$ cat src/lite_regs_pkg.sv
// ----------------------------------------------------------
// Shared constants for the coefficient register block.
// Register count, index width and AXI4-Lite response codes.
// ----------------------------------------------------------

package lite_regs_pkg;

    // ----------------------------------------------------------
    // Register map
    // ----------------------------------------------------------

    // Number of coefficient registers.
    // Also the number of elements in the input vector.
    localparam int NUM_COEF_REGS = 4;

    // Width of a register index within the address window.
    localparam int REG_IDX_W = $clog2(NUM_COEF_REGS);

    // ----------------------------------------------------------
    // Bus responses
    // ----------------------------------------------------------

    // Two-bit AXI4-Lite response code.
    typedef logic [1:0] axil_resp_t;

    // Normal access completed.
    localparam axil_resp_t AXIL_RESP_OKAY = 2'b00;

    // Access rejected by the slave.
    // Used for addresses outside the register window.
    localparam axil_resp_t AXIL_RESP_SLVERR = 2'b10;

endpackage

$ cat src/axil_write_channel.sv
// ----------------------------------------------------------
// AXI4-Lite write channel with one outstanding write.
// Address decode, register write strobe and held B response.
// ----------------------------------------------------------

module axil_write_channel #(
    parameter int ADDR_W = 32,
    parameter int DATA_W = 32
) (
    input  logic                                  i_clk,
    input  logic                                  i_sync_rst,
    input  logic                                  i_awvalid,
    input  logic [ADDR_W-1:0]                     i_awaddr,
    input  logic                                  i_wvalid,
    input  logic [DATA_W-1:0]                     i_wdata,
    input  logic [DATA_W/8-1:0]                   i_wstrb,
    input  logic                                  i_bready,
    output logic                                  o_awready,
    output logic                                  o_wready,
    output logic                                  o_bvalid,
    output lite_regs_pkg::axil_resp_t             o_bresp,
    output logic                                  o_reg_wr_en,
    output logic [lite_regs_pkg::REG_IDX_W-1:0]   o_reg_wr_idx,
    output logic [DATA_W-1:0]                     o_reg_wr_data,
    output logic [DATA_W/8-1:0]                   o_reg_wr_strb
);

    // Byte lanes and word offset in the address.
    localparam int NUM_LANES = DATA_W / 8;
    localparam int ADDR_LSB = $clog2(NUM_LANES);
    // First address bit above the register window.
    localparam int WIN_TOP = ADDR_LSB + lite_regs_pkg::REG_IDX_W;

    logic                 r_busy;
    logic                 r_ready;
    logic [ADDR_W-1:0]    r_awaddr;
    logic [DATA_W-1:0]    r_wdata;
    logic [NUM_LANES-1:0] r_wstrb;
    logic                 accept;
    logic                 in_range;

    // New write only when idle and both AW and W are presented.
    assign accept = !r_busy && i_awvalid && i_wvalid;

    // Bits above the window must be zero.
    assign in_range = (r_awaddr[ADDR_W-1:WIN_TOP] == '0);

    // ----------------------------------------------------------
    // Acceptance
    // ----------------------------------------------------------

    // Busy from acceptance until the response is taken.
    always_ff @(posedge i_clk) begin
        if (i_sync_rst) begin
            r_busy  <= 1'b0;
            r_ready <= 1'b0;
        end else begin
            r_ready <= accept;
            if (accept) begin
                r_busy <= 1'b1;
            end else if (o_bvalid && i_bready) begin
                r_busy <= 1'b0;
            end
        end
    end

    // Address and data are captured with the request.
    always_ff @(posedge i_clk) begin
        if (accept) begin
            r_awaddr <= i_awaddr;
            r_wdata  <= i_wdata;
            r_wstrb  <= i_wstrb;
        end
    end

    assign o_awready = r_ready;
    assign o_wready  = r_ready;

    // Register write during the ready cycle.
    // Out-of-range writes leave the registers alone.
    assign o_reg_wr_en   = r_ready && in_range;
    assign o_reg_wr_idx  = r_awaddr[ADDR_LSB +: lite_regs_pkg::REG_IDX_W];
    assign o_reg_wr_data = r_wdata;
    assign o_reg_wr_strb = r_wstrb;

    // ----------------------------------------------------------
    // Write response
    // ----------------------------------------------------------

    // Response rises with the handshake edge and holds until BREADY.
    always_ff @(posedge i_clk) begin
        if (i_sync_rst) begin
            o_bvalid <= 1'b0;
            o_bresp  <= lite_regs_pkg::AXIL_RESP_OKAY;
        end else if (r_ready) begin
            o_bvalid <= 1'b1;
            o_bresp  <= in_range ? lite_regs_pkg::AXIL_RESP_OKAY
                                 : lite_regs_pkg::AXIL_RESP_SLVERR;
        end else if (o_bvalid && i_bready) begin
            o_bvalid <= 1'b0;
        end
    end

    // Response stays up and unchanged while the master stalls.
    a_bresp_held : assert property (@(posedge i_clk) disable iff (i_sync_rst)
        (o_bvalid && !i_bready) |=> (o_bvalid && $stable(o_bresp)));

endmodule

$ cat config.mk
export PLATFORM = sky130hd
export DESIGN_NAME = axil_write_channel
export DESIGN_NICKNAME = d
export VERILOG_FILES = /design/src/lite_regs_pkg.sv /design/src/axil_write_channel.sv
export SDC_FILE = /design/constraint.sdc
export NUM_CORES = 1
export LEC_CHECK = 0
export ABC_AREA = 1
export BUFFER_PORTS_ARGS = -buffer_cell sky130_fd_sc_hd__buf_2
export CORE_MARGIN = 2
export CORE_UTILIZATION = 39
export CTS_CLUSTER_DIAMETER = 80
export DETAILED_ROUTE_END_ITERATION = 7
export GPL_TIMING_DRIVEN = 0
export PLACE_DENSITY = 0.71
export SLEW_MARGIN = 30
export SYNTH_ARGS = -nofsm -noshare
export SYNTH_HDL_FRONTEND = slang
export SYNTH_SLANG_ARGS = --single-unit
$ cat constraint.sdc
create_clock -name i_clk -period 3.87 [get_ports i_clk]
set_input_delay 0.387 -clock i_clk [delete_from_list [all_inputs] [get_ports i_clk]]
set_output_delay 0.387 -clock i_clk [all_outputs]
set_load 0.02 [all_outputs]
Yosys cells after proc, flatten, opt, wreduce, memory -nomap -nowiden
Index checks and enable logic that the tools add are counted.
{"block": "word_totals", "regBits": 73, "wordCells": 19}
{"block": "classes", "muxes": 4, "reduce_logical": 8}
{"cell": "logical NOT 28 bit", "n": 1}
{"cell": "logical AND 1 bit", "n": 4}
{"cell": "nonzero test 2 bit", "n": 2}
{"cell": "two-way mux 1 bit", "n": 3}
{"cell": "two-way mux 2 bit", "n": 1}
{"cell": "logical NOT 1 bit", "n": 1}

Depth between registers and ports, before layout
{"block": "logic_depth", "depth_word": 4, "ltp_mapped": 7}

Worst setup path before layout
No wires, ideal clock.
{"block": "synth_path", "path_kind": "input to register", "from": "input port i_wvalid", "to": "register r_busy", "setup_ps": 75, "t_arrival_ps": 3670, "setup_slack_ps": 125, "path_stages": 4, "cell_sequence": "nand2_1 > nor2_1 > inv_1 > a21oi_1"}
{"block": "synth_between", "elab_chain_len": 2, "word_cells_on_any_way": 3}
{"item": "from (decl)", "line": "axil_write_channel.sv:14", "text": "input logic i_wvalid,"}
{"item": "logical AND 1 bit (*)", "line": "axil_write_channel.sv:43", "text": "assign accept = !r_busy && i_awvalid && i_wvalid;"}
{"item": "via accept", "line": "axil_write_channel.sv:39", "text": "logic accept;"}
{"item": "two-way mux 1 bit / nonzero test 2 bit (equally long branches)"}
{"item": "to (signal assigned)", "line": "axil_write_channel.sv:55", "text": "r_busy <= 1'b0;"}
{"item": "to (signal assigned)", "line": "axil_write_channel.sv:60", "text": "r_busy <= 1'b1;"}
{"item": "to (signal assigned)", "line": "axil_write_channel.sv:62", "text": "r_busy <= 1'b0;"}
{"item": "to (decl)", "line": "axil_write_channel.sv:34", "text": "logic r_busy;"}
Mark *: on every way through the listed nets, which the timed path passes. The rest lies on a longest branch.
A chain may end at the register's enable or synchronous reset.

Final worst setup path
{"block": "layout_path", "from": "register r_awaddr[22]", "to": "output port o_reg_wr_en"}
{"block": "layout_between", "elab_chain_len": 2}
{"item": "from (decl)", "line": "axil_write_channel.sv:36", "text": "logic [ADDR_W-1:0] r_awaddr;"}
{"item": "from (signal assigned)", "line": "axil_write_channel.sv:70", "text": "r_awaddr <= i_awaddr;"}
{"item": "logical NOT 28 bit", "line": "axil_write_channel.sv:46", "text": "assign in_range = (r_awaddr[ADDR_W-1:WIN_TOP] == '0);"}
{"item": "logical AND 1 bit", "line": "axil_write_channel.sv:81", "text": "assign o_reg_wr_en = r_ready && in_range;"}
{"item": "to (decl)", "line": "axil_write_channel.sv:22", "text": "output logic o_reg_wr_en,"}
No other way between the ends.

==> results.cfg <==
[cells_and_area]
layout.nets = 341
final_cells = 348
final_cell_mix = buf_2, edfxtp_1, nor2_1
drive_gt1_frac = 0.5092
final_util = 0.5614
syn2layout_area_growth_pct = 39.74
layout_commonest_cell = buf_2
antenna_cells = 0

[pwr]
power.leakage_nw = 1.365
peakVddDrop_mv = 0.3210
power_density_nw_per_um2 = 468.8
p_total_mw = 1.549

[drt]
post_drt_via_cell_ratio = 4.244
wl_um = 4320
drt_iter0_markers = 64
avgRoutedWirePerCell_um = 12.41
drc = 0
ant_nets = 0
drt_pass1_iterations = 4
vias = 1477

[yosys]
ys_ff_latch = 70
muxShareOfSynthArea = 0
synth.avg_cell_area_sq_um = 16.77
synth_compound_area_frac = 0.007407
yosys_warnings = 0
synth_xor_area_frac = 0
synth_top_family_by_area = simple AND/OR/NAND/NOR gates
syn-instance-count = 141
synthDistinctLibCells = 15
syn-cell-area_sq_um = 2365
yosys.area_share.simple = 0.1000
yosysSeqAreaShare = 0.8720
synth_fa_ha_area_frac = 0
synth_nets = 214

[sta]
final_max_slew_viol_count = 0
fmax_mhz = 571.9
setup_violations = 0
rsz0062_at_grt = false
timing_hold_violations_final = 0
fin_crit_sh = 0.4518
fin_skew_ps = 3.917
fin_crit_ps = 1748

[placement]
gp_congestion = 0.7190
dpl.cell_count = 332
numPortBuffers = 113
hpwl_um = 3300

[grt]
grt_pass1_wl_um = 6354
grt_max_degree = 27
grt_pass1_vias = 1435
antenna_found_initial = 0
grtUsageTotal = 0.1357
overflow = 0

[setup_path]
crit_fanout = 2
setup.worst_path.end_class = output port
critPathRequiredTime_ps = 3480
crit_type = flip-flop to output port
cp.arrival_ps = 1360
startpoint_type = flip-flop

[clock_tree]
post-cts-setup-buffers = 0
cts_made_buffers = 9
cts_tree = done
hold_buffers = 0
htreeDepth = 3
clk_latency_ps = 320
numClockSinks = 70
cts_resized = 0
clk_pin_slew_ps = 70
clockBufferDepth = 2
cts-root-buf = clkbuf_8

[run]
cap_violations = 0

[floorplan]
coreArea_sq_um = 5886
die_x_um = 81.87
die_height_um = 81.87
start_util = 0.4018
dieArea_sq_um = 6703
fp-row-count = 28
io_pins = 117

[worst_hold_path]
hold_class = input port to flip-flop

[outcome]
run_status = completed
[area by class of cell]
| cell class | count | area [sq um] |
|---|---|---|
| Timing Repair Buffer | 116 | 648.1 |
| Clock buffer | 10 | 127.6 |
| Sequential cell | 70 | 2062 |
| Clock inverter | 6 | 62.56 |
| Multi-Input combinational cell | 63 | 265.3 |
| Buffer | 4 | 30.03 |
| Tap cell | 75 | 93.84 |
| Inverter | 4 | 15.01 |
| Fill cell | 510 | 2581 |
[cells in the mapped netlist]
library cell	n	area share
inv_2	1	0.0016
conb_1	1	0.0016
nor2_2	2	0.0053
or2_0	1	0.0026
nand3b_1	1	0.0032
buf_4	4	0.013
a21oi_1	2	0.0042
nor2_1	34	0.054
and3_1	1	0.0026
dfxtp_1	4	0.034
nor3_1	1	0.0021
inv_1	3	0.0048
o21bai_1	1	0.0032
edfxtp_1	66	0.84
nand2_1	19	0.030
[worst max-delay path, cell delays in order (launching register included)]
cell and delay, ps:
edfxtp_1 390, nor2_1 110, nand2_1 60, nor2_1 120, nand3b_1 100, nor2_1 90, buf_2 160
[per-layer routing]
layer	wire [um]	global-route usage	up-vias
met2	2216	0.2244	62
li1	-	-	742
met4	47	0.08500	0
met1	1671	0.1439	669
met3	384	0.05495	4
met5	0	0	-
[flip-flops by register name, summed over array words and instances (netlist names)]
| signal | cells |
|---|---|
| o_awready | 1 |
| o_bvalid | 1 |
| o_reg_wr_strb | 4 |
| o_bresp | 1 |
| o_reg_wr_data | 32 |
| r_awaddr | 30 |
| r_busy | 1 |
[final timing paths]
check / slack (ps) / end / start / cells after the start
hold reg to reg: 480 / o_bvalid / o_bvalid / 2
setup / recovery: 2120 / o_reg_wr_en / r_awaddr[22] / 6
hold / removal: 230 / o_reg_wr_data[3] / i_wdata[3] / 1
setup reg to reg: 2540 / o_reg_wr_data[31] / r_busy / 3
[where the power goes]
part	internal, mW	leakage (nW)	switching (mW)	total [mW]
Sequential	0.868	0.648	0.0114	0.880
Combinational	0.0533	0.617	0.0633	0.117
Clock	0.296	0.100	0.256	0.553
Total	1.22	1.36	0.331	1.55
[cells by family (layout without fill, tap and decap cells)]
logic type	Yosys count	in the layout
DFF	70	70
AOI/OAI and AO/OA	3	3
and+or+nand+nor	59	59
buffers and inverters	8	140
other	1	1
[metrics by stage]
step	hold slack (ps)	setup TNS [ps]	instance area, sq um	setup slack, ps
2_1_floorplan	437.6	0	2365	125.3
3_3_place_gp	452.7	-63780	3024	-1011
3_5_place_dp	473.5	0	3114	2333
4_1_cts	202.5	0	3304	2052
5_1_grt	202.6	0	3304	1876
6_report	229.6	0	3304	2122
(Power assumes the default switching activity.)
