`src/lite_regs_pkg.sv`:
```
// ----------------------------------------------------------
// Shared constants for the coefficient register block.
// Register count, index width and AXI4-Lite response codes.
// ----------------------------------------------------------

package lite_regs_pkg;

    // ----------------------------------------------------------
    // Register map
    // ----------------------------------------------------------

    // Number of coefficient registers.
    // Also the number of elements in the input vector.
    localparam int NUM_COEF_REGS = 4;

    // Width of a register index within the address window.
    localparam int REG_IDX_W = $clog2(NUM_COEF_REGS);

    // ----------------------------------------------------------
    // Bus responses
    // ----------------------------------------------------------

    // Two-bit AXI4-Lite response code.
    typedef logic [1:0] axil_resp_t;

    // Normal access completed.
    localparam axil_resp_t AXIL_RESP_OKAY = 2'b00;

    // Access rejected by the slave.
    // Used for addresses outside the register window.
    localparam axil_resp_t AXIL_RESP_SLVERR = 2'b10;

endpackage

```
`src/axil_read_channel.sv`:
```
// ----------------------------------------------------------
// AXI4-Lite read channel with registered read data.
// ----------------------------------------------------------

module axil_read_channel #(
    parameter int ADDR_W = 32,
    parameter int DATA_W = 32
) (
    input  logic                                            i_clk,
    input  logic                                            i_sync_rst,
    input  logic                                            i_arvalid,
    input  logic [ADDR_W-1:0]                               i_araddr,
    input  logic                                            i_rready,
    input  logic [lite_regs_pkg::NUM_COEF_REGS*DATA_W-1:0]  i_coefs,
    output logic                                            o_arready,
    output logic                                            o_rvalid,
    output logic [DATA_W-1:0]                               o_rdata,
    output lite_regs_pkg::axil_resp_t                       o_rresp
);

    // Word offset and top of the register window.
    localparam int ADDR_LSB = $clog2(DATA_W / 8);
    localparam int WIN_TOP = ADDR_LSB + lite_regs_pkg::REG_IDX_W;

    logic [ADDR_W-1:0]                   r_araddr;
    logic [lite_regs_pkg::REG_IDX_W-1:0] rd_idx;
    logic                                in_range;
    logic [DATA_W-1:0]                   rd_word;

    assign rd_idx   = r_araddr[ADDR_LSB +: lite_regs_pkg::REG_IDX_W];
    assign in_range = (r_araddr[ADDR_W-1:WIN_TOP] == '0);
    // Out-of-range reads return zero.
    assign rd_word  = in_range ? i_coefs[rd_idx*DATA_W +: DATA_W] : '0;

    // ----------------------------------------------------------
    // Address acceptance
    // ----------------------------------------------------------

    // One-cycle ARREADY pulse.
    // No new address while read data is still waiting.
    always_ff @(posedge i_clk) begin
        if (i_sync_rst) begin
            o_arready <= 1'b0;
        end else begin
            o_arready <= !o_arready && !o_rvalid && i_arvalid;
        end
    end

    always_ff @(posedge i_clk) begin
        if (!o_arready && !o_rvalid && i_arvalid) begin
            r_araddr <= i_araddr;
        end
    end

    // ----------------------------------------------------------
    // Read data
    // ----------------------------------------------------------

    // Data and response registered on the handshake edge.
    always_ff @(posedge i_clk) begin
        if (i_sync_rst) begin
            o_rvalid <= 1'b0;
            o_rdata  <= '0;
            o_rresp  <= lite_regs_pkg::AXIL_RESP_OKAY;
        end else if (o_arready) begin
            o_rvalid <= 1'b1;
            o_rdata  <= rd_word;
            o_rresp  <= in_range ? lite_regs_pkg::AXIL_RESP_OKAY
                                 : lite_regs_pkg::AXIL_RESP_SLVERR;
        end else if (o_rvalid && i_rready) begin
            o_rvalid <= 1'b0;
        end
    end

    // Stalled read data does not change under the master.
    a_rdata_held : assert property (@(posedge i_clk) disable iff (i_sync_rst)
        (o_rvalid && !i_rready) |=> (o_rvalid && $stable(o_rdata) && $stable(o_rresp)));

endmodule

```
`config.mk`:
```
export PLATFORM = sky130hd
export DESIGN_NAME = axil_read_channel
export DESIGN_NICKNAME = d
export VERILOG_FILES = /design/src/lite_regs_pkg.sv /design/src/axil_read_channel.sv
export SDC_FILE = /design/constraint.sdc
export NUM_CORES = 1
export LEC_CHECK = 0
export ABC_AREA = 1
export ABC_CLOCK_PERIOD_IN_PS = 7300
export BUFFER_PORTS_ARGS = -buffer_cell sky130_fd_sc_hd__buf_2
export CAP_MARGIN = 20
export CORE_ASPECT_RATIO = 1.5
export CORE_MARGIN = 3
export CORE_UTILIZATION = 35
export CTS_CLUSTER_SIZE = 14
export DETAILED_ROUTE_END_ITERATION = 6
export PLACE_DENSITY_LB_ADDON = 0.15
export SLEW_MARGIN = 25
export SYNTH_ARGS = -nofsm -noshare
export SYNTH_HDL_FRONTEND = slang
export SYNTH_SLANG_ARGS = --single-unit
```
`constraint.sdc`:
```
create_clock -name i_clk -period 7.3 [get_ports i_clk]
set_clock_uncertainty 0.05 [all_clocks]
set_input_delay 1.46 -clock i_clk [delete_from_list [all_inputs] [get_ports i_clk]]
set_output_delay 1.46 -clock i_clk [all_outputs]
set_load 0.01 [all_outputs]
```
---- Word-level counts from Yosys, hierarchy flattened ----
Cells that the tools add are included.
word-level totals
  bits in registers ....................... 68
  bits of input ports ..................... 164
  output and inout bits ................... 36
operators by class
  shift operators ......................... 1
  multiplexer cells ....................... 4
  reduce and logical (&&, ||, !) cells .... 7
operators by type and width
  kind               count
  $shiftx 128x8->32  1
  $mux 32            1
  $logic_not 28->1   1
  $logic_and 1x1->1  3
  $logic_not 1->1    2
  $mux 1             2
  $mux 2             1
  $reduce_bool 2->1  1

---- Depth between registers and ports, before layout ----
Gate-level depths: netlist of the first run.
  word-level depth ........................ 3
  mapped depth ............................ 8
  gate-level depth less buffers ........... 7

---- Least setup slack after synthesis of the first run ----
Ideal clock, no wire load.
  kind .................................... input-to-reg
  start point ............................. input port i_arvalid
  end point ............................... register r_araddr[10] (enable)
  setup time .............................. 455 ps
  data arrival time ....................... 3562 ps
  data required time ...................... 6795 ps
  path slack .............................. 3233 ps
  cell stages on the path ................. 2
  path buffers ............................ 0
  path through ............................ inv_1 nor3_1
between the ends
  cells in the longest elaborated chain, start to end .. 1
RTL lines
  element               RTL line                 text
  from (decl)           axil_read_channel.sv:11  input logic i_arvalid,
  $logic_and 1x1->1     axil_read_channel.sv:50  if (!o_arready && !o_rvalid && i_arvalid) begin
  to (signal assigned)  axil_read_channel.sv:51  r_araddr <= i_araddr;
  to (decl)             axil_read_channel.sv:25  logic [ADDR_W-1:0] r_araddr;
Every way passes these cells.
A chain may end at the register's enable or synchronous reset.

---- Worst setup path in the final report of the first run ----
  start point ............................. register o_arready
  end point ............................... output port o_arready
RTL lines
  element                 RTL line                 text
  from (decl)             axil_read_channel.sv:15  output logic o_arready,
  from (signal assigned)  axil_read_channel.sv:45  o_arready <= !o_arready && !o_rvalid && i_arvalid;
No word-level cell between the ends.

==> results.py, run 1 <==
metrics = {
    "run_status": {
        "status": "finished, final reports clean",
    },
    "critical_path": {
        "worstSetupEndpointType": "primary output",
        "crit_path_cell_trace": "buf_2",
        "cp_max_fo": 5,
        "crit_type": "register to primary output",
        "start_kind": "register",
        "required_ns": 5.79,
        "worstPathArrival_ns": 0.92,
        "slowest_delay_ns": 0.43,
        "crit_family": "flip-flops",
        "critPathBufInv": 1,
        "cp_slowest_cell": "dfxtp_1",
    },
    "floorplanning": {
        "dieArea_um2": 10450,
        "initial_utilization": 0.3619,
        "pin_count": 200,
        "die_y_um": 123.7,
        "rows": 42,
        "die_w_um": 84.48,
        "core_um2": 8934,
    },
    "clocking": {
        "clk_latency_ns": 0.32,
        "numClockSinks": 65,
        "cts.repair.resized": 0,
        "cts-root-buf": "clkbuf_16",
        "cts_buffers": 9,
        "post_cts_buffers": 0,
        "cts_htree_levels": 3,
        "cts-hold-fix-buffers": 0,
        "cts_tree": "done",
        "clk_pin_slew_ns": 0.05,
        "clock_path_buffers": 2,
    },
    "synth": {
        "synth-seq-cells": 65,
        "yosysWarnings": 0,
        "synth_area_leader_cell": "edfxtp_1",
        "avgSynthCellArea_um2": 8.333,
        "synth.cell_area_um2": 3233,
        "postSynthCellCount": 388,
        "synth_cell_type_count": 20,
        "synth_top_area_share": 0.2786,
        "ys_seq_area_frac": 0.4954,
        "synthTopCellsByArea": "edfxtp_1 (28%), dfxtp_1 (22%), nor2_1 (17%), mux2i_1 (9.9%), o21ai_1 (9.4%)",
        "syn_nets": 552,
    },
    "global_route": {
        "grt_overflow_total": 0,
        "grt_max_degree": 65,
        "antenna_found_initial": 0,
        "grt_pass1_vias": 3045,
        "grt_pass1_wl_um": 13710,
        "grt_use_total": 0.1646,
    },
    "layout": {
        "drive_above_1_share": 0.3802,
        "final_util": 0.5085,
        "fin_nets": 735,
        "finish.instance_area_um2": 4543,
        "syn2layout_area_growth_pct": 40.52,
    },
    "power_and_ir_drop": {
        "ir_drop_mv": 0.2005,
        "leakage_nw": 2.246,
        "p_per_area_nw_per_um2": 230.9,
        "total_power_mw": 1.049,
    },
    "sta": {
        "hold_viol_final": 0,
        "drv_slew": 0,
        "timing.slew.headroom": 0.3761,
        "fin_setup_tns_ns": 0,
        "worstMarginPinSlew_ns": 0.9358,
        "fin_crit_ns": 2.430,
        "setup_viol": 0,
        "rsz0062_at_grt": "no",
        "fmax_mhz": 411.6,
        "period_share": 0.3328,
    },
    "routing": {
        "avgRoutedWirePerCell_um": 12.76,
        "finalWirelength_um": 8769,
        "antenna_left": 0,
        "vias": 3224,
        "drc_errors": 0,
        "drt_pass1_iterations": 6,
        "vias_per_cell": 4.693,
        "first_iter_violations": 107,
    },
    "placed_design": {
        "place_area_um2": 4195,
        "gp_congestion": 0.7887,
        "dp_hpwl_um": 6425,
        "numPortBuffers": 196,
    },
    "min_path": {
        "hp-class": "register to register",
    },
    "job": {
        "drv_cap": 0,
    },
}
==> worst reg2reg max path: cells and delay by family (launching register included) <==
kind,cells,cell delay [ns]
AO/OA/AOI/OAI,2,0.54
buffers and inverters,1,0.62
flip-flops,1,0.36
multiplexers,1,0.13
AND/OR/NAND/NOR,1,0.06
==> layout by cell type (no fill, tap or decap), drive strengths merged <==
cell / n
a21oi: 2
and2: 1
buf: 199
bufinv: 3
clkbuf: 10
clkinv: 2
clkinvlp: 1
conb: 1
dfxtp: 35
diode: 1
edfxtp: 30
inv: 5
mux2i: 32
nand2: 11
nor2: 145
nor3: 1
nor4: 1
o21ai: 97
==> sequential cells by signal, indices dropped and copies added (netlist names) <==
register / cells
o_arready: 1
o_rdata: 32
o_rresp: 1
o_rvalid: 1
r_araddr: 30
==> metrics by stage <==
stage	setup WS, ns	cells	hold slack, ns
3_5_place_dp	4.848	670	0.4239
5_1_grt	4.799	686	0.4582
6_report	4.870	687	0.4341
4_1_cts	4.854	686	0.4353
3_3_place_gp	4.868	670	0.4155
2_1_floorplan	3.233	388	0.4339
==> where the power goes <==
group	switching [mW]	total, mW	internal [mW]
registers	0.00733	0.412	0.404
logic	0.0798	0.151	0.0709
clock network	0.152	0.487	0.335
total	0.239	1.05	0.810
==> path summary, 6_finish.rpt <==
kind,start,to,slack (ns),cells past startpoint
max,o_arready,o_arready,4.87,1
min,o_rresp[1],o_rresp[1],0.43,2
max reg2reg,r_araddr[2],o_rdata[3],5.40,5
min reg2reg,o_rresp[1],o_rresp[1],0.43,2
==> cells in the mapped netlist, drive strengths merged <==
library cell / instances
o21ai: 97
buf: 25
nor4: 1
and2: 1
nor3: 1
clkbuf: 2
edfxtp: 30
nand2: 11
conb: 1
nor2: 145
inv: 5
mux2i: 32
dfxtp: 35
a21oi: 2
==> layer usage <==
layer,vias to the layer above,GRT usage,share of wire
met1,1427,0.1796,0.38
li1,1673,-,-
met2,113,0.2935,0.52
met3,11,0.05228,0.081
met5,-,0,0
met4,0,0.07129,0.018
==> area by class of cell <==
cell class | count | area [um2]
inverter | 5 | 20.02
clock inverter | 6 | 115.1
multi-input combinational | 291 | 1434
tap | 110 | 137.6
sequential | 65 | 1602
fill | 926 | 4390
timing repair buffer | 199 | 1003
clock buffer | 10 | 229.0
antenna | 1 | 2.502
==> logic make-up (layout without fill, tap and decap cells) <==
kind of cell,count (synthesis),after routing,synth area share
DFF,65,65,0.4954
AOI/OAI and AO/OA,99,99,0.1544
and+or+nand+nor,159,159,0.1873
buffers and inverters,32,220,0.06270
muxes,32,32,0.09907
other,1,2,0.001160
No activity file was read; power rests on OpenSTA's default activity.
==> run 2, diff against run 1 <==
ABC_CLOCK_PERIOD_IN_PS = 2300   (was 7300)
clock period = 2.3 ns   (was 7.3 ns; I/O delays follow)
==> results.py, run 2 (same netlist as run 1, synthesis figures left out) <==
metrics = {
    "run_status": {
        "status": "finished, final reports clean",
    },
    "sta": {
        "fin_crit_ns": 1.627,
        "hold_viol_final": 0,
        "drv_slew": 0,
        "fmax_mhz": 614.6,
        "whs_ns": 0.2601,
        "timing.slew.headroom": 0.5833,
        "rsz0062_at_grt": "no",
        "fin_setup_tns_ns": 0,
        "period_share": 0.7074,
        "worstMarginPinSlew_ns": 0.6228,
        "setup_viol": 0,
    },
    "routing": {
        "vias": 3254,
        "avgRoutedWirePerCell_um": 12.82,
        "first_iter_violations": 104,
        "drc_errors": 0,
        "drt_pass1_iterations": 4,
        "vias_per_cell": 4.709,
        "finalWirelength_um": 8856,
        "antenna_left": 0,
    },
    "layout": {
        "syn2layout_area_growth_pct": 40.33,
        "largest_register_ffs": 32,
        "drive_above_1_share": 0.3873,
        "fin_nets": 740,
        "final_cell_mix": "buf_2 (196), nor2_1 (145), o21ai_1 (61), o21ai_0 (35), dfxtp_1 (35)",
        "final_common_cell": "buf_2",
        "finish.instance_area_um2": 4537,
        "diodes": 0,
        "top_regs": "o_rdata: 32 flops, r_araddr: 30 flops",
        "final_util": 0.5078,
        "top_register": "o_rdata",
        "fillers": 912,
    },
    "critical_path": {
        "worstSetupEndpointType": "register",
        "r2r_start": "r_araddr[2]",
        "worstPathArrival_ns": 1.82,
        "reg2regPathDepth": 6,
        "required_ns": 2.49,
        "cp_max_fo": 33,
        "start_kind": "register",
        "crit_type": "register to register",
        "startpoint": "r_araddr[2]",
    },
    "clocking": {
        "cts-root-buf": "clkbuf_16",
        "cts.repair.resized": 0,
        "cts_htree_levels": 3,
        "clk_latency_ns": 0.32,
        "cts_buffers": 9,
        "clock_path_buffers": 2,
        "cts-hold-fix-buffers": 0,
        "numClockSinks": 65,
        "clk_pin_slew_ns": 0.05,
        "cts_tree": "done",
        "post_cts_buffers": 0,
    },
    "floorplanning": {
        "rows": 42,
        "die_y_um": 123.7,
        "dieArea_um2": 10450,
        "core_um2": 8934,
        "pin_count": 200,
        "die_w_um": 84.48,
        "initial_utilization": 0.3619,
    },
    "power_and_ir_drop": {
        "leakage_nw": 2.248,
        "p_per_area_nw_per_um2": 665.2,
        "ir_drop_mv": 0.5700,
    },
    "placed_design": {
        "numPortBuffers": 196,
        "place_area_um2": 4264,
        "gp_congestion": 0.7825,
        "dp_hpwl_um": 6631,
    },
    "global_route": {
        "grt_max_degree": 65,
        "grt_overflow_total": 0,
        "grt_pass1_wl_um": 13460,
        "grt_use_total": 0.1637,
        "antenna_found_initial": 0,
        "grt_pass1_vias": 2948,
    },
    "min_path": {
        "hold_depth": 1,
        "hp-class": "input port to register",
        "min-delay-start": "i_araddr[12]",
    },
    "job": {
        "drv_cap": 0,
    },
}
==> run 2: layout make-up <==
class                           instances  area (um2)  share of cell area
Sequential cell                        65        1602              0.3530
Multi-Input combinational cell        291        1440              0.3174
Timing Repair Buffer                  204        1066              0.2350
Clock buffer                            9       225.2             0.04964
Tap cell                              110       137.6             0.03034
Clock inverter                          7       47.55             0.01048
Inverter                                5       18.77            0.004137
==> run 2: power breakdown <==
part	switching (mW)	internal [mW]	leakage, nW	total (mW)
Sequential	0.0255	1.28	0.572	1.31
Combinational	0.257	0.236	1.54	0.493
Clock	0.491	0.725	0.131	1.22
Total	0.774	2.24	2.25	3.02
==> run 2: layer usage <==
metal,vias to the layer above,GRT usage,part of all wire
met5,-,0,0
met4,0,0.07921,0.029
met3,20,0.05162,0.086
met2,142,0.2787,0.50
met1,1412,0.1864,0.38
li1,1680,-,-
==> run 2: per-stage QoR <==
stage                     std cells  setup slack [ns]  total power [mW]
after floorplan                 388            0.1575             1.621
after global placement          675            0.6713             1.822
after CTS                       691            0.6133             3.070
final                           691            0.6730             3.018
after detailed placement        675            0.6325             1.833
after global routing            691            0.4343             3.176
==> run 2: worst max-delay path, stage by stage (launching register included) <==
cell	delay (ns)
edfxtp_1	0.39
inv_2	0.43
buf_4	0.28
o21ai_0	0.11
o21ai_1	0.09
mux2i_1	0.08
nor2_1	0.11
==> run 2: path summary, 6_finish.rpt <==
path	end	slack, ns
setup / recovery	o_rdata[7]	0.67
hold / removal	r_araddr[12]	0.26
setup reg to reg	o_rdata[7]	0.67
hold reg to reg	o_rresp[1]	0.41
==> run 3, diff against run 2 <==
ABC_CLOCK_PERIOD_IN_PS = 1470   (was 2300)
clock period = 1.47 ns   (was 2.3 ns; I/O delays follow)
==> results.py, run 3 (same netlist as run 1, synthesis figures left out) <==
metrics = {
    "layout": {
        "finish.instance_area_um2": 4667,
        "fillers": 905,
        "final_util": 0.5224,
        "finalNonFillerCells": 694,
        "drive_above_1_share": 0.4024,
        "final_cell_mix": "buf_2 (196), nor2_1 (141), o21ai_1 (63), o21ai_0 (33), dfxtp_1 (33)",
        "diodes": 0,
        "final_common_cell": "buf_2",
        "top_register": "o_rdata",
        "fin_nets": 743,
        "syn2layout_area_growth_pct": 44.35,
        "top_regs": "o_rdata: 32 flops, r_araddr: 30 flops",
        "largest_register_ffs": 32,
    },
    "routing": {
        "vias_per_cell": 4.638,
        "drc_errors": 0,
        "first_iter_violations": 94,
        "drt_pass1_iterations": 4,
        "antenna_left": 0,
        "avgRoutedWirePerCell_um": 12.62,
        "finalWirelength_um": 8760,
        "vias": 3219,
    },
    "sta": {
        "period_share": 0.9649,
        "rsz0062_at_grt": "yes",
        "fin_setup_tns_ns": 0,
        "drv_slew": 0,
        "setup_viol": 0,
        "hold_viol_final": 0,
        "fin_crit_ns": 1.418,
        "whs_ns": 0.09455,
        "fmax_mhz": 705.0,
    },
    "clocking": {
        "clk_latency_ns": 0.32,
        "clock_path_buffers": 2,
        "clk_pin_slew_ns": 0.06,
        "cts_tree": "done",
        "cts_buffers": 9,
        "cts-hold-fix-buffers": 0,
        "cts_htree_levels": 3,
        "cts-root-buf": "clkbuf_16",
        "numClockSinks": 65,
    },
    "critical_path": {
        "cp_max_fo": 44,
        "reg2regPathDepth": 6,
        "reg2reg_to": "o_rdata[10]",
        "required_ns": 1.64,
        "worstSetupEndpointType": "register",
        "worstPathArrival_ns": 1.58,
        "r2r_start": "r_araddr[2]",
        "start_kind": "register",
        "r2r_slack_ns": 0.05,
        "crit_type": "register to register",
    },
    "floorplanning": {
        "pin_count": 200,
        "die_w_um": 84.48,
        "die_y_um": 123.7,
        "initial_utilization": 0.3619,
        "rows": 42,
        "core_um2": 8934,
        "dieArea_um2": 10450,
    },
    "placed_design": {
        "placedCellCount": 678,
        "gp_congestion": 0.7736,
        "numPortBuffers": 196,
        "dp_hpwl_um": 6615,
        "place_area_um2": 4352,
    },
    "power_and_ir_drop": {
        "leakage_nw": 2.292,
        "p_per_area_nw_per_um2": 1055,
        "ir_drop_mv": 0.7834,
    },
    "global_route": {
        "grt_pass1_wl_um": 13670,
        "grt_use_total": 0.1639,
        "antenna_found_initial": 0,
        "grt_overflow_total": 0,
        "grt_pass1_vias": 3019,
        "grt_max_degree": 53,
    },
    "job": {
        "drv_cap": 0,
    },
    "min_path": {
        "min_to": "r_araddr[3]",
        "hold_depth": 1,
        "min-delay-start": "i_araddr[3]",
        "hp-class": "input port to register",
    },
    "run_status": {
        "status": "finished, final reports clean",
    },
}
-- run 3: worst max-delay path by stage --
stage                           start           end  slack (ns)  cells past startpoint
after floorplan              o_rvalid  r_araddr[10]       -0.12                      1
after global placement    r_araddr[2]   o_rdata[16]        0.06                      7
after detailed placement  r_araddr[2]   o_rdata[28]        0.04                      7
after CTS                 r_araddr[2]   o_rdata[21]        0.03                      7
after global routing      r_araddr[2]   o_rdata[10]       -0.07                      6
final                     r_araddr[2]   o_rdata[10]        0.05                      6
-- run 3: area by class of cell --
cell class	instances	area, um2	area share
multi-input combinational	291	1455	0.3118
inverter	5	18.77	0.004021
tap	110	137.6	0.02949
clock buffer	9	225.2	0.04826
clock inverter	7	71.32	0.01528
sequential	65	1604	0.3437
timing repair buffer	207	1155	0.2475
-- run 3: routing by layer --
metal  GRT usage  part of all wire  up-vias  routed length [um]
met2      0.2841              0.52      108                4545
li1            -                 -     1684                   -
met4     0.06535             0.019        0                 167
met3     0.05030             0.074       12                 652
met5           0                 0        -                   0
met1      0.1892              0.39     1415                3395
-- run 3: power by group --
group	switching, mW	internal [mW]	leakage (nW)
Sequential	0.0425	2.01	0.572
Combinational	0.404	0.404	1.58
Clock	0.760	1.31	0.137
Total	1.21	3.72	2.29
-- run 3: stage by stage --
step | power (mW) | setup slack, ns
2_1_floorplan | 2.539 | -0.1156
3_3_place_gp | 2.885 | 0.05898
3_5_place_dp | 2.901 | 0.03965
4_1_cts | 5.008 | 0.03396
5_1_grt | 5.193 | -0.06985
6_report | 4.925 | 0.05154
-- run 3: critical path, stage by stage, from the launching register on --
cell,delay (ns)
edfxtp_1,0.48
inv_2,0.11
buf_12,0.19
o21ai_0,0.20
o21ai_1,0.10
mux2i_1,0.12
nor2_1,0.06
-- run 3: timing repair --
item,CTS,global route
setup endpoints to repair,0,32
resized for setup,0,8
setup buffers,0,0
