File: src/lite_regs_pkg.sv
// ----------------------------------------------------------
// Shared constants for the coefficient register block.
// Register count, index width and AXI4-Lite response codes.
// ----------------------------------------------------------

package lite_regs_pkg;

    // ----------------------------------------------------------
    // Register map
    // ----------------------------------------------------------

    // Number of coefficient registers.
    // Also the number of elements in the input vector.
    localparam int NUM_COEF_REGS = 4;

    // Width of a register index within the address window.
    localparam int REG_IDX_W = $clog2(NUM_COEF_REGS);

    // ----------------------------------------------------------
    // Bus responses
    // ----------------------------------------------------------

    // Two-bit AXI4-Lite response code.
    typedef logic [1:0] axil_resp_t;

    // Normal access completed.
    localparam axil_resp_t AXIL_RESP_OKAY = 2'b00;

    // Access rejected by the slave.
    // Used for addresses outside the register window.
    localparam axil_resp_t AXIL_RESP_SLVERR = 2'b10;

endpackage

File: src/coef_reg_file.sv
// ----------------------------------------------------------
// Coefficient register file with a byte-strobed write port.
// ----------------------------------------------------------

module coef_reg_file #(
    parameter int DATA_W = 32
) (
    input  logic                                            i_clk,
    input  logic                                            i_sync_rst,
    input  logic                                            i_wr_en,
    input  logic [lite_regs_pkg::REG_IDX_W-1:0]             i_wr_idx,
    input  logic [DATA_W-1:0]                               i_wr_data,
    input  logic [DATA_W/8-1:0]                             i_wr_strb,
    output logic [lite_regs_pkg::NUM_COEF_REGS*DATA_W-1:0]  o_coefs
);

    localparam int NUM_LANES = DATA_W / 8;

    logic [DATA_W-1:0] r_coefs [lite_regs_pkg::NUM_COEF_REGS];

    // Only strobed byte lanes of the addressed register change.
    always_ff @(posedge i_clk) begin
        if (i_sync_rst) begin
            for (int i = 0; i < lite_regs_pkg::NUM_COEF_REGS; i++) begin
                r_coefs[i] <= '0;
            end
        end else if (i_wr_en) begin
            for (int b = 0; b < NUM_LANES; b++) begin
                if (i_wr_strb[b]) begin
                    r_coefs[i_wr_idx][b*8 +: 8] <= i_wr_data[b*8 +: 8];
                end
            end
        end
    end

    // Flat view for the read mux and the dot product.
    // Register 0 sits in the low word.
    always_comb begin
        for (int i = 0; i < lite_regs_pkg::NUM_COEF_REGS; i++) begin
            o_coefs[i*DATA_W +: DATA_W] = r_coefs[i];
        end
    end

endmodule

File: config.mk
export PLATFORM = sky130hd
export DESIGN_NAME = coef_reg_file
export DESIGN_NICKNAME = d
export VERILOG_FILES = /design/src/lite_regs_pkg.sv /design/src/coef_reg_file.sv
export SDC_FILE = /design/constraint.sdc
export NUM_CORES = 1
export LEC_CHECK = 0
export ABC_AREA = 1
export CAP_MARGIN = 20
export CORE_MARGIN = 3
export CORE_UTILIZATION = 68
export CTS_CLUSTER_SIZE = 28
export DETAILED_ROUTE_END_ITERATION = 10
export DONT_BUFFER_PORTS = 1
export PLACE_DENSITY_LB_ADDON = 0.08
export SYNTH_ARGS = -nofsm -noshare
export SYNTH_HDL_FRONTEND = slang
export SYNTH_SLANG_ARGS = --single-unit
File: constraint.sdc
create_clock -name i_clk -period 4.9 [get_ports i_clk]
set_clock_uncertainty 0.1 [all_clocks]
set_input_delay 1.47 -clock i_clk [delete_from_list [all_inputs] [get_ports i_clk]]
set_output_delay 1.47 -clock i_clk [all_outputs]
set_load 0.03 [all_outputs]
======== Word level (Yosys, flattened, before mapping) ========
Memories as Yosys holds them, arrays and structs flattened.
Index checks and enable logic that the tools add are counted.
storage, ports and cells
  bits in writable memories ............... 128
  register bits ........................... 0
  latch bits .............................. 0
  memories ................................ 1
  input bits .............................. 41
  memory bits (read-only) ................. 0
  word-level logic and storage cells ...... 23
operators by class
  div/mod/pow operators ................... 0
  eq/ne operators ......................... 0
  add/subtract/negate cells ............... 0
  reductions and logical operators ........ 1
  multiply operators ...................... 0
  magnitude comparators ................... 0
  multiplexer cells ....................... 21
  shift-type cells ........................ 0
  bitwise gates (word level) .............. 0
memory list
  memory   words  bits a word  rd ports  clocked after memory_dff  wr ports  line                 text
  r_coefs  4      32           4         0                         4         coef_reg_file.sv:19  logic [DATA_W-1:0] r_coefs [lite_regs_pkg::NUM_COEF_REGS];
operators with widths
  kind                 number
  32-bit 2-to-1 mux    1
  32-bit OR reduction  1
  1-bit 2-to-1 mux     18
  4-bit 2-to-1 mux     1
  2-bit 2-to-1 mux     1

======== Depth between registers and ports, before layout ========
Gate-level depths: netlist of run 1.
  word-level depth ........................ 6
  depth in mapped cells ................... 6
  depth with buffers taken out ............ 5

======== Least setup slack after synthesis of run 1 ========
OpenSTA, ideal clock, no wires.
  path type ............................... input to register
  start ................................... input i_sync_rst
  end ..................................... memory r_coefs[1][0] (enable)
  cell stages on the path ................. 4
  setup slack ............................. 1.665 ns
  library setup time ...................... 0.384 ns
  arrival ................................. 2.751 ns
  cell sequence ........................... buf_4 > nor2_8 > nand4_4 > o21ai_0
RTL lines
  element             line                 text
  start: declaration  coef_reg_file.sv:9   input logic i_sync_rst,
  end: declaration    coef_reg_file.sv:19

==> summary.md, run 1 <==
| Metric | Value |
|---|---|
| Status | `completed` |
| Total global-route track usage | `25.21%` |
| Initial antenna violation count | `0` |
| Vias post-DR | `2,967` |
| Ys Warns | `0` |
| Synthesis-stage register bit count | `128` |
| Die Height | `99.31 um` |
| Num CTS Buffers | `17` |
| Synth top area cells | `edfxtp_1 (65%), nor3_2 (16%), nand3_4 (8.6%), inv_1 (2.2%), buf_4 (1.4%)` |
| Area share of the largest cell type after synthesis | `64.92%` |
| GPL Wtd Cong | `0.7846` |
| Nets | `402` |
| Final period util | `70.00%` |
| Synthesized area per cell | `17.06 um2` |
| Worst Path Max Fanout | `29` |
| Max Clock Freq | `291.6 MHz` |
| Initial core utilization | `70.99%` |
| Vias in the first global route | `2,961` |
| Syn Inst Count | `347` |
| PwrDens | `440.5 mW/mm2` |
| Core ar. | `0.008341 mm2` |
| Period minus WS final | `3.430 ns` |
| Die ar. | `0.009862 mm2` |
| Final HPWL DP | `8313 um` |
| Final hold violation count | `0` |
| Clock root buffer | `clkbuf_8` |
| Final ANT Viol Nets | `0` |
| Finished Layout Cells | `478` |
| Maximum vdd drop | `0.2977 mV` |
| Io pins | `169` |
| Arrival @ worst endpoint | `3.46 ns` |
| Part of the Yosys area used for sequential elements | `64.92%` |
| Largest area contributor in the netlist | `edfxtp_1` |
| Syn_nets | `388` |
| CTS Hold Buffers Added | `0` |
| RSZ-0062 raised after global routing | `no` |
| DRC | `0` |
| Largest net degree at the start of global routing | `30` |
| Max Cap Violations | `0` |
| First DRT Iteration DRCs | `143` |
| Final setup fails | `0` |
| First-pass GRT wire length | `18,120 um` |
| Clock Path Buffers | `2` |
| Worst Tran Pin Value | `1.045 ns` |
| Buffers on Ports | `0` |
| Row Count | `33` |
| Fin. max-slew vios | `0` |
| Largest regs | `r_coefs x128` |
| Max FFs per register | `128` |
| Setup TNS | `0 ns` |
| P_leak | `2.145 nW` |
| Most common cell after layout, fill and taps aside | `edfxtp_1` |
| Tightest Hold Check Type | `input port to register` |
| Total gr overflow | `0` |
| Worst endpoint required time | `4.93 ns` |
| Slew Limit Headroom | `29.59%` |
| Largest Register | `r_coefs` |
| CP Launch Type | `input port` |
| Util after Layout | `78.55%` |
| Placed Instances | `438` |
| H-tree Lvls | `4` |
| Area grow syn2layout | `10.65%` |
| Gates resized, CTS repair | `0` |
| Clock sink count | `128` |
| WS Path Type | `input port to register` |
| Most frequent cells in the layout | `edfxtp_1 (128), nor3_2 (92), inv_1 (35)` |
| Die Width | `99.31 um` |
| Avg WL per Cell | `25.43 um` |
| Detailed Routing Iterations Pass 1 | `4` |
| Design Area, Final | `0.006551 mm2` |
| Avg Vias per Cell | `6.207` |
| Antenna cell count | `0` |
| Total routed wirelength | `12,160 um` |
| Netlist cell types | `21` |
| Cell Area, Placed | `0.005916 mm2` |
| # Post-CTS Setup Buffers | `0` |
| FILL cells | `480` |
| Hold slack | `1.097 ns` |
| Mapped Area | `0.005921 mm2` |
| Layout cells sized above 1 | `48.26%` |
| CTS tree | `done` |
| Worst-path clk slew | `0.06 ns` |
| Crit path capture type | `register` |
layout make-up:
class | count | area, um2 | share of cell area, %
Tap cell | 105 | 131.4 | 2.005
Sequential cell | 128 | 3844 | 58.67
Clock inverter | 13 | 170.2 | 2.597
Multi-Input combinational cell | 157 | 1713 | 26.15
Timing Repair Buffer | 21 | 137.6 | 2.101
Inverter | 36 | 137.6 | 2.101
Clock buffer | 18 | 417.9 | 6.379
power by group:
part / leakage [nW] / internal (W) / switching (W)
Sequential: 1.23 / 0.00130 / 0.000198
Clock: 0.283 / 0.000814 / 0.000434
Combinational: 0.633 / 0.0000323 / 0.000111
Total: 2.15 / 0.00214 / 0.000743
synth_stat cells, drive strengths merged:
cell / count
nor2: 7
nand2: 2
a21oi: 5
buf: 25
nand4: 3
nor3: 96
nand3: 32
clkbuf: 1
o21ai: 12
edfxtp: 128
inv: 36
final timing paths:
path | to | start | slack [ns] | depth (start not counted)
max | r_coefs[1][15] | i_wr_strb[2] | 1.47 | 4
min | r_coefs[3][8] | i_wr_data[8] | 1.10 | 2
metal layers:
| layer | up-vias | global-route usage [%] | part of all wire, % |
|---|---|---|---|
| li1 | 1329 | - | - |
| met1 | 1472 | 33.20 | 38 |
| met2 | 151 | 36.88 | 49 |
| met3 | 15 | 11.99 | 11 |
| met4 | 0 | 9.244 | 2.0 |
| met5 | - | 0 | 0 |
cell families (layout without fill, tap and decap cells):
group | count (synthesis) | in the layout | share of synthesized area [%]
and+or+nand+nor | 140 | 140 | 26.78
DFF | 128 | 128 | 64.92
AOI/OAI and AO/OA | 17 | 17 | 1.691
buffers and inverters | 62 | 88 | 6.615
critical path: stages:
cell and delay (ns):
nor2_1 0.05, nand2_4 0.29, nand4_4 0.58, o21ai_0 1.06
stage by stage:
step | setup slack (ns) | total power, W
final | 1.470 | 0.002886
after global routing | 1.337 | 0.002957
after CTS | 1.460 | 0.002893
after detailed placement | 0.9160 | 0.001656
after global placement | 1.079 | 0.001651
after floorplan | 1.665 | 0.001620
(Power assumes the default switching activity.)
==> run 2: changes to the inputs <==
- CORE_UTILIZATION: 68 -> 57
- clock period: 4.9 -> 3.1 ns (I/O delays scaled with it)
==> run 2 against run 1 <==
  * Critical path depth up 1
  * Utilization shrank 11 points
  * Clock-buffer cell count rose by 1
  * Via count decreased by 0.94%
  * Highest routed layer unchanged
==> summary.md, run 2 (same netlist as run 1, synthesis figures left out) <==
| Metric | Value |
|---|---|
| Maximum vdd drop | `0.3387 mV (+14%)` |
| Largest net degree at the start of global routing | `33 (+10%)` |
| Gates resized, CTS repair | `0 (unchanged)` |
| Worst Tran Pin Value | `0.6151 ns (-0.4300 ns)` |
| CP Launch Type | `input port` |
| Setup WS pre-CTS | `0.4327 ns (-0.4833 ns)` |
| Total global-route track usage | `20.92% (-4.3 points)` |
| # Post-CTS Setup Buffers | `0 (unchanged)` |
| DRC | `0 (unchanged)` |
| Multi-input logic area | `0.001713 mm2 (unchanged)` |
| Antenna cell count | `0 (unchanged)` |
| Row Count | `36 (+9.1%)` |
| Status | `completed` |
| Die Height | `107.9 um (+8.7%)` |
| Most common cell after layout, fill and taps aside | `edfxtp_1` |
| Area grow syn2layout | `13.50%` |
| Final hold violation count | `0 (unchanged)` |
| Placed Instances | `485 (+11%)` |
| FILL cells | `694 (+45%)` |
| Vias post-DR | `2,939 (-0.94%)` |
| Max FFs per register | `128 (unchanged)` |
| Arrival @ worst endpoint | `2.28 ns (-1.18 ns)` |
| DR WL met2 | `5757 um (-2.4%)` |
| Worst endpoint required time | `3.21 ns (-1.72 ns)` |
| Total gr overflow | `0 (unchanged)` |
| H-tree Lvls | `4 (unchanged)` |
| Most frequent cells in the layout | `edfxtp_1 (128), nor3_2 (92), inv_1 (35)` |
| Met3 wire length | `1072 um (-22%)` |
| DRT met1 WL | `4760 um (+2.7%)` |
| Initial core utilization | `59.48% (-12 points)` |
| Avg Vias per Cell | `5.685 (-8.4%)` |
| First DRT Iteration DRCs | `142 (-0.70%)` |
| Vias in the first global route | `2,894 (-2.3%)` |
| Nets | `412 (+2.5%)` |
| Slew Limit Headroom | `58.99% (+29 points)` |
| Die Width | `107.9 um (+8.7%)` |
| Worst setup margin | `0.9350 ns (-0.5351 ns)` |
| P_leak | `2.213 nW (+3.2%)` |
| Hold slack | `0.5651 ns (-0.5316 ns)` |
| Detailed Routing Iterations Pass 1 | `5 (+1)` |
| Final HPWL DP | `8260 um (-0.63%)` |
| Initial antenna violation count | `0 (unchanged)` |
| Max Clock Freq | `461.9 MHz` |
| Final setup fails | `0 (unchanged)` |
| Worst-path clk slew | `0.06 ns (about the same)` |
| Num CTS Buffers | `17 (unchanged)` |
| Avg WL per Cell | `22.57 um (-11%)` |
| Max Cap Violations | `0 (unchanged)` |
| Finished Layout Cells | `517 (+8.2%)` |
| Layout cells sized above 1 | `49.74% (+1.5 points)` |
| RSZ-0062 raised after global routing | `no` |
| PwrDens | `692.5 mW/mm2 (+57%)` |
| Tightest Hold Check Type | `input port to register` |
| Clock root buffer | `clkbuf_8` |
| Clock Path Buffers | `2 (unchanged)` |
| Largest regs | `r_coefs x128` |
| Sequential cell area | `0.003844 mm2 (unchanged)` |
| Largest Register | `r_coefs` |
| WS Path Type | `input port to register` |
| Io pins | `169 (unchanged)` |
| Final ANT Viol Nets | `0 (unchanged)` |
| Core ar. | `0.009955 mm2 (+19%)` |
| Worst Path Max Fanout | `18 (-38%)` |
| Final period util | `69.84%` |
| Setup TNS | `0 ns (unchanged)` |
| Highest metal used | `met4` |
| CTS tree | `done` |
| Fin. max-slew vios | `0 (unchanged)` |
| Die ar. | `0.01165 mm2 (+18%)` |
| Total routed wirelength | `11,670 um (-4.0%)` |
| First-pass GRT wire length | `17,480 um (-3.5%)` |
| Period minus WS final | `2.165 ns` |
| Buffers on Ports | `0 (unchanged)` |
| Crit path capture type | `register` |
| CTS Hold Buffers Added | `0 (unchanged)` |
| Clock sink count | `128 (unchanged)` |
| GPL Wtd Cong | `0.7716 (-1.7%)` |
run 2: cell types whose count changed in the layout (fill, tap and decap cells not counted), sizes merged:
cell / delta
bufinv: +1
clkinv: -1
buf: +14
clkbuf: -3
run 2: path summary, 6_finish.rpt:
kind | startpoint | end | slack, ns | cells past startpoint
max | i_wr_strb[2] | r_coefs[0][28] | 0.93 | 5
min | i_wr_data[5] | r_coefs[3][5] | 0.57 | 2
run 2: per-layer routing:
metal | up-vias | global-route usage (%)
met3 | 6 | 9.238
li1 | 1340 | -
met4 | 0 | 8.476
met5 | - | 0
met2 | 121 | 31.66
met1 | 1472 | 26.53
run 2: cell type report:
| type | instances | share of cell area, % |
|---|---|---|
| Sequential cell | 128 | 57.20 |
| Multi-Input combinational cell | 157 | 25.49 |
| Clock buffer | 19 | 6.274 |
| Timing Repair Buffer | 31 | 3.649 |
| Clock inverter | 13 | 2.867 |
| Tap cell | 133 | 2.476 |
| Inverter | 36 | 2.048 |
run 2: per-stage QoR:
step / power (W) / utilization (%) / cell area, um2
finish: 0.004654 / 67.51 / 6720
CTS: 0.004699 / 67.51 / 6720
detailed placement: 0.002637 / 61.34 / 6106
global placement: 0.002634 / 61.34 / 6106
floorplan: 0.002560 / - / 5921
global route: 0.004793 / 67.51 / 6720
run 2: power by group:
part,switching [W],internal [W],total [W]
combinational,0.000175,0.0000647,0.000240
clock,0.000682,0.00137,0.00206
sequential,0.000310,0.00205,0.00236
total,0.00117,0.00349,0.00465
run 2: critical path, cell delays in order:
cell     delay [ns]
nor2_1         0.04
nand2_4        0.33
nand4_4        0.36
o21ai_0        0.37
buf_4          0.22
==> run 3: changes to the inputs <==
- clock period: 3.1 -> 1.8 ns (I/O delays scaled with it)
==> run 3 against run 2 <==
  * Final area grew 6.1%
  * Largest power group unchanged
  * Critical endpoint is now o_coefs[22]
  * Worst hold slack lost 0.40 ns
  * First-iteration DRC count shrank 13%
  * Largest cell class unchanged
  * Routed wire length grew 3.5%
==> summary.md, run 3 (same netlist as run 1, synthesis figures left out) <==
| Metric | Value |
|---|---|
| Status | `completed` |
| Initial antenna violation count | `0 (unchanged)` |
| Vias in the first global route | `3,092 (+6.8%)` |
| Initial core utilization | `59.48% (unchanged)` |
| First DRT Iteration DRCs | `124 (-13%)` |
| CP Launch Type | `register` |
| Antenna cell count | `0 (unchanged)` |
| Largest net degree at the start of global routing | `29 (-12%)` |
| GPL Wtd Cong | `0.7827 (+1.4%)` |
| Max Cap Violations | `0 (unchanged)` |
| Final ANT Viol Nets | `0 (unchanged)` |
| Row Count | `36 (unchanged)` |
| DRC | `0 (unchanged)` |
| Detailed Routing Iterations Pass 1 | `6 (+1)` |
| P_sw | `0.002014 W (+73%)` |
| First-pass GRT wire length | `18,840 um (+7.8%)` |
| WS Path Type | `register to primary output` |
| Design Area, Final | `0.007133 mm2 (+6.1%)` |
| # Post-CTS Setup Buffers | `0 (unchanged)` |
| Slew Limit Headroom | `66.30% (+7.3 points)` |
| Most frequent cells in the layout | `edfxtp_1 (128), nor3_2 (92), inv_1 (35)` |
| Hold endpoint | `r_coefs[3][18]` |
| Worst setup margin | `0.08898 ns (-0.8460 ns)` |
| Final setup fails | `0 (unchanged)` |
| Max FFs per register | `128 (unchanged)` |
| Worst endpoint required time | `1.16 ns (-2.05 ns)` |
| Cell Area, Placed | `0.006590 mm2 (+7.9%)` |
| Internal power | `0.005765 W (+65%)` |
| Arrival @ worst endpoint | `1.07 ns (-1.21 ns)` |
| Clock root buffer | `clkbuf_8` |
| Logic pwr share | `6.6% (+1.4 points)` |
| Nets | `424 (+2.9%)` |
| Period minus WS final | `1.711 ns` |
| Worst Tran Pin Value | `0.5055 ns (-0.1096 ns)` |
| Largest Register | `r_coefs` |
| Fin. max-slew vios | `0 (unchanged)` |
| Io pins | `169 (unchanged)` |
| Final period util | `95.06%` |
| Die ar. | `0.01165 mm2 (unchanged)` |
| Total routed wirelength | `12,080 um (+3.5%)` |
| Largest regs | `r_coefs x128` |
| Cells on Worst Hold Path | `2 (unchanged)` |
| Die Width | `107.9 um (unchanged)` |
| Seq pwr share | `52.3% (+1.6 points)` |
| Crit path capture type | `primary output` |
| Worst Path Max Fanout | `1 (-17)` |
| Core ar. | `0.009955 mm2 (unchanged)` |
| Buffers on Ports | `0 (unchanged)` |
| Tot Pwr | `0.007779 W (+67%)` |
| FILL cells | `643 (-7.3%)` |
| Tightest Hold Check Type | `input port to register` |
| Setup WS pre-CTS | `-0.1548 ns (-0.5875 ns)` |
| Max Clock Freq | `584.4 MHz` |
| Avg WL per Cell | `22.96 um (+1.8%)` |
| Total global-route track usage | `22.58% (+1.7 points)` |
| PwrDens | `1090 mW/mm2 (+57%)` |
| Worst hold start | `i_wr_data[18]` |
| Gates resized, CTS repair | `0 (unchanged)` |
| Util after Layout | `71.66% (+4.1 points)` |
| P_leak | `2.387 nW (+7.9%)` |
| Layout cells sized above 1 | `54.96% (+5.2 points)` |
| Maximum vdd drop | `0.5301 mV (+57%)` |
| Num CTS Buffers | `17 (unchanged)` |
| Clock sink count | `128 (unchanged)` |
| Final hold violation count | `0 (unchanged)` |
| Vias post-DR | `2,993 (+1.8%)` |
| Sw frac | `25.89% (+0.81 points)` |
| Avg Vias per Cell | `5.690 (about the same)` |
| CTS Hold Buffers Added | `0 (unchanged)` |
| RSZ-0062 raised after global routing | `no` |
| H-tree Lvls | `4 (unchanged)` |
| Die Height | `107.9 um (unchanged)` |
| Total gr overflow | `0 (unchanged)` |
| CTS tree | `done` |
| Clock Power Share | `41.1% (-3.1 points)` |
| Most common cell after layout, fill and taps aside | `edfxtp_1` |
| Final HPWL DP | `8868 um (+7.4%)` |
| Clock Path Buffers | `2 (unchanged)` |
| Worst-path clk slew | `0.06 ns (about the same)` |
| Area grow syn2layout | `20.48%` |
-- run 3: cell count changes in the layout (fill, tap and decap cells not counted), moves of 2 or more --
cell        previous run  this run
buf_12                 1        22
buf_4                 30        21
bufinv_16              5         3
clkinvlp_4             2         0
nor2_1                 6         2
nor2_2                 0         4
o21ai_0               12         0
o21ai_2                0         4
o21ai_4                0         8
-- run 3: cell type report --
class                      count  area [um2]  share of cell area (%)
clock buffer                  19       421.7                   5.911
clock inverter                10       121.4                   1.701
inverter                      36       142.6                   2.000
multi-input combinational    157        1839                   25.78
sequential                   128        3844                   53.89
tap                          133       166.4                   2.333
timing repair buffer          43       598.1                   8.385
-- run 3: per-stage QoR --
stage | hold slack (ns) | cells | TNS (ns)
after CTS | 0.1368 | 526 | 0
final | 0.1671 | 526 | 0
after global routing | 0.1579 | 526 | 0
after detailed placement | 0.6957 | 497 | -12.48
after global placement | 0.6918 | 497 | -9.072
after floorplan | 0.6652 | 347 | -9.905
-- run 3: per-layer routing --
layer	global-route usage (%)	vias up	share of wire [%]
li1	-	1354	-
met1	27.99	1480	40
met2	34.37	138	49
met3	10.74	21	9.1
met4	9.017	0	1.9
met5	0	-	0
-- run 3: worst max path at each step --
stage / startpoint / to / slack [ns] / cells after the start
2_1_floorplan: i_wr_en / r_coefs[1][0] / -0.14 / 5
3_3_place_gp: i_wr_en / r_coefs[3][10] / -0.10 / 7
3_5_place_dp: i_wr_en / r_coefs[0][1] / -0.15 / 5
4_1_cts: r_coefs[0][22] / o_coefs[22] / 0.07 / 0
5_1_grt: r_coefs[0][27] / o_coefs[27] / 0.05 / 0
6_report: r_coefs[0][22] / o_coefs[22] / 0.09 / 0
-- run 3: power groups by stage --
| stage | Combinational [W] | Sequential (W) | Clock, W |
|---|---|---|---|
| final | 0.000514 | 0.00407 | 0.00320 |
| after global routing | 0.000554 | 0.00409 | 0.00337 |
| after CTS | 0.000522 | 0.00407 | 0.00325 |
| after detailed placement | 0.000519 | 0.00413 | 0 |
| after global placement | 0.000510 | 0.00413 | 0 |
| after floorplan | 0.000371 | 0.00408 | 0 |
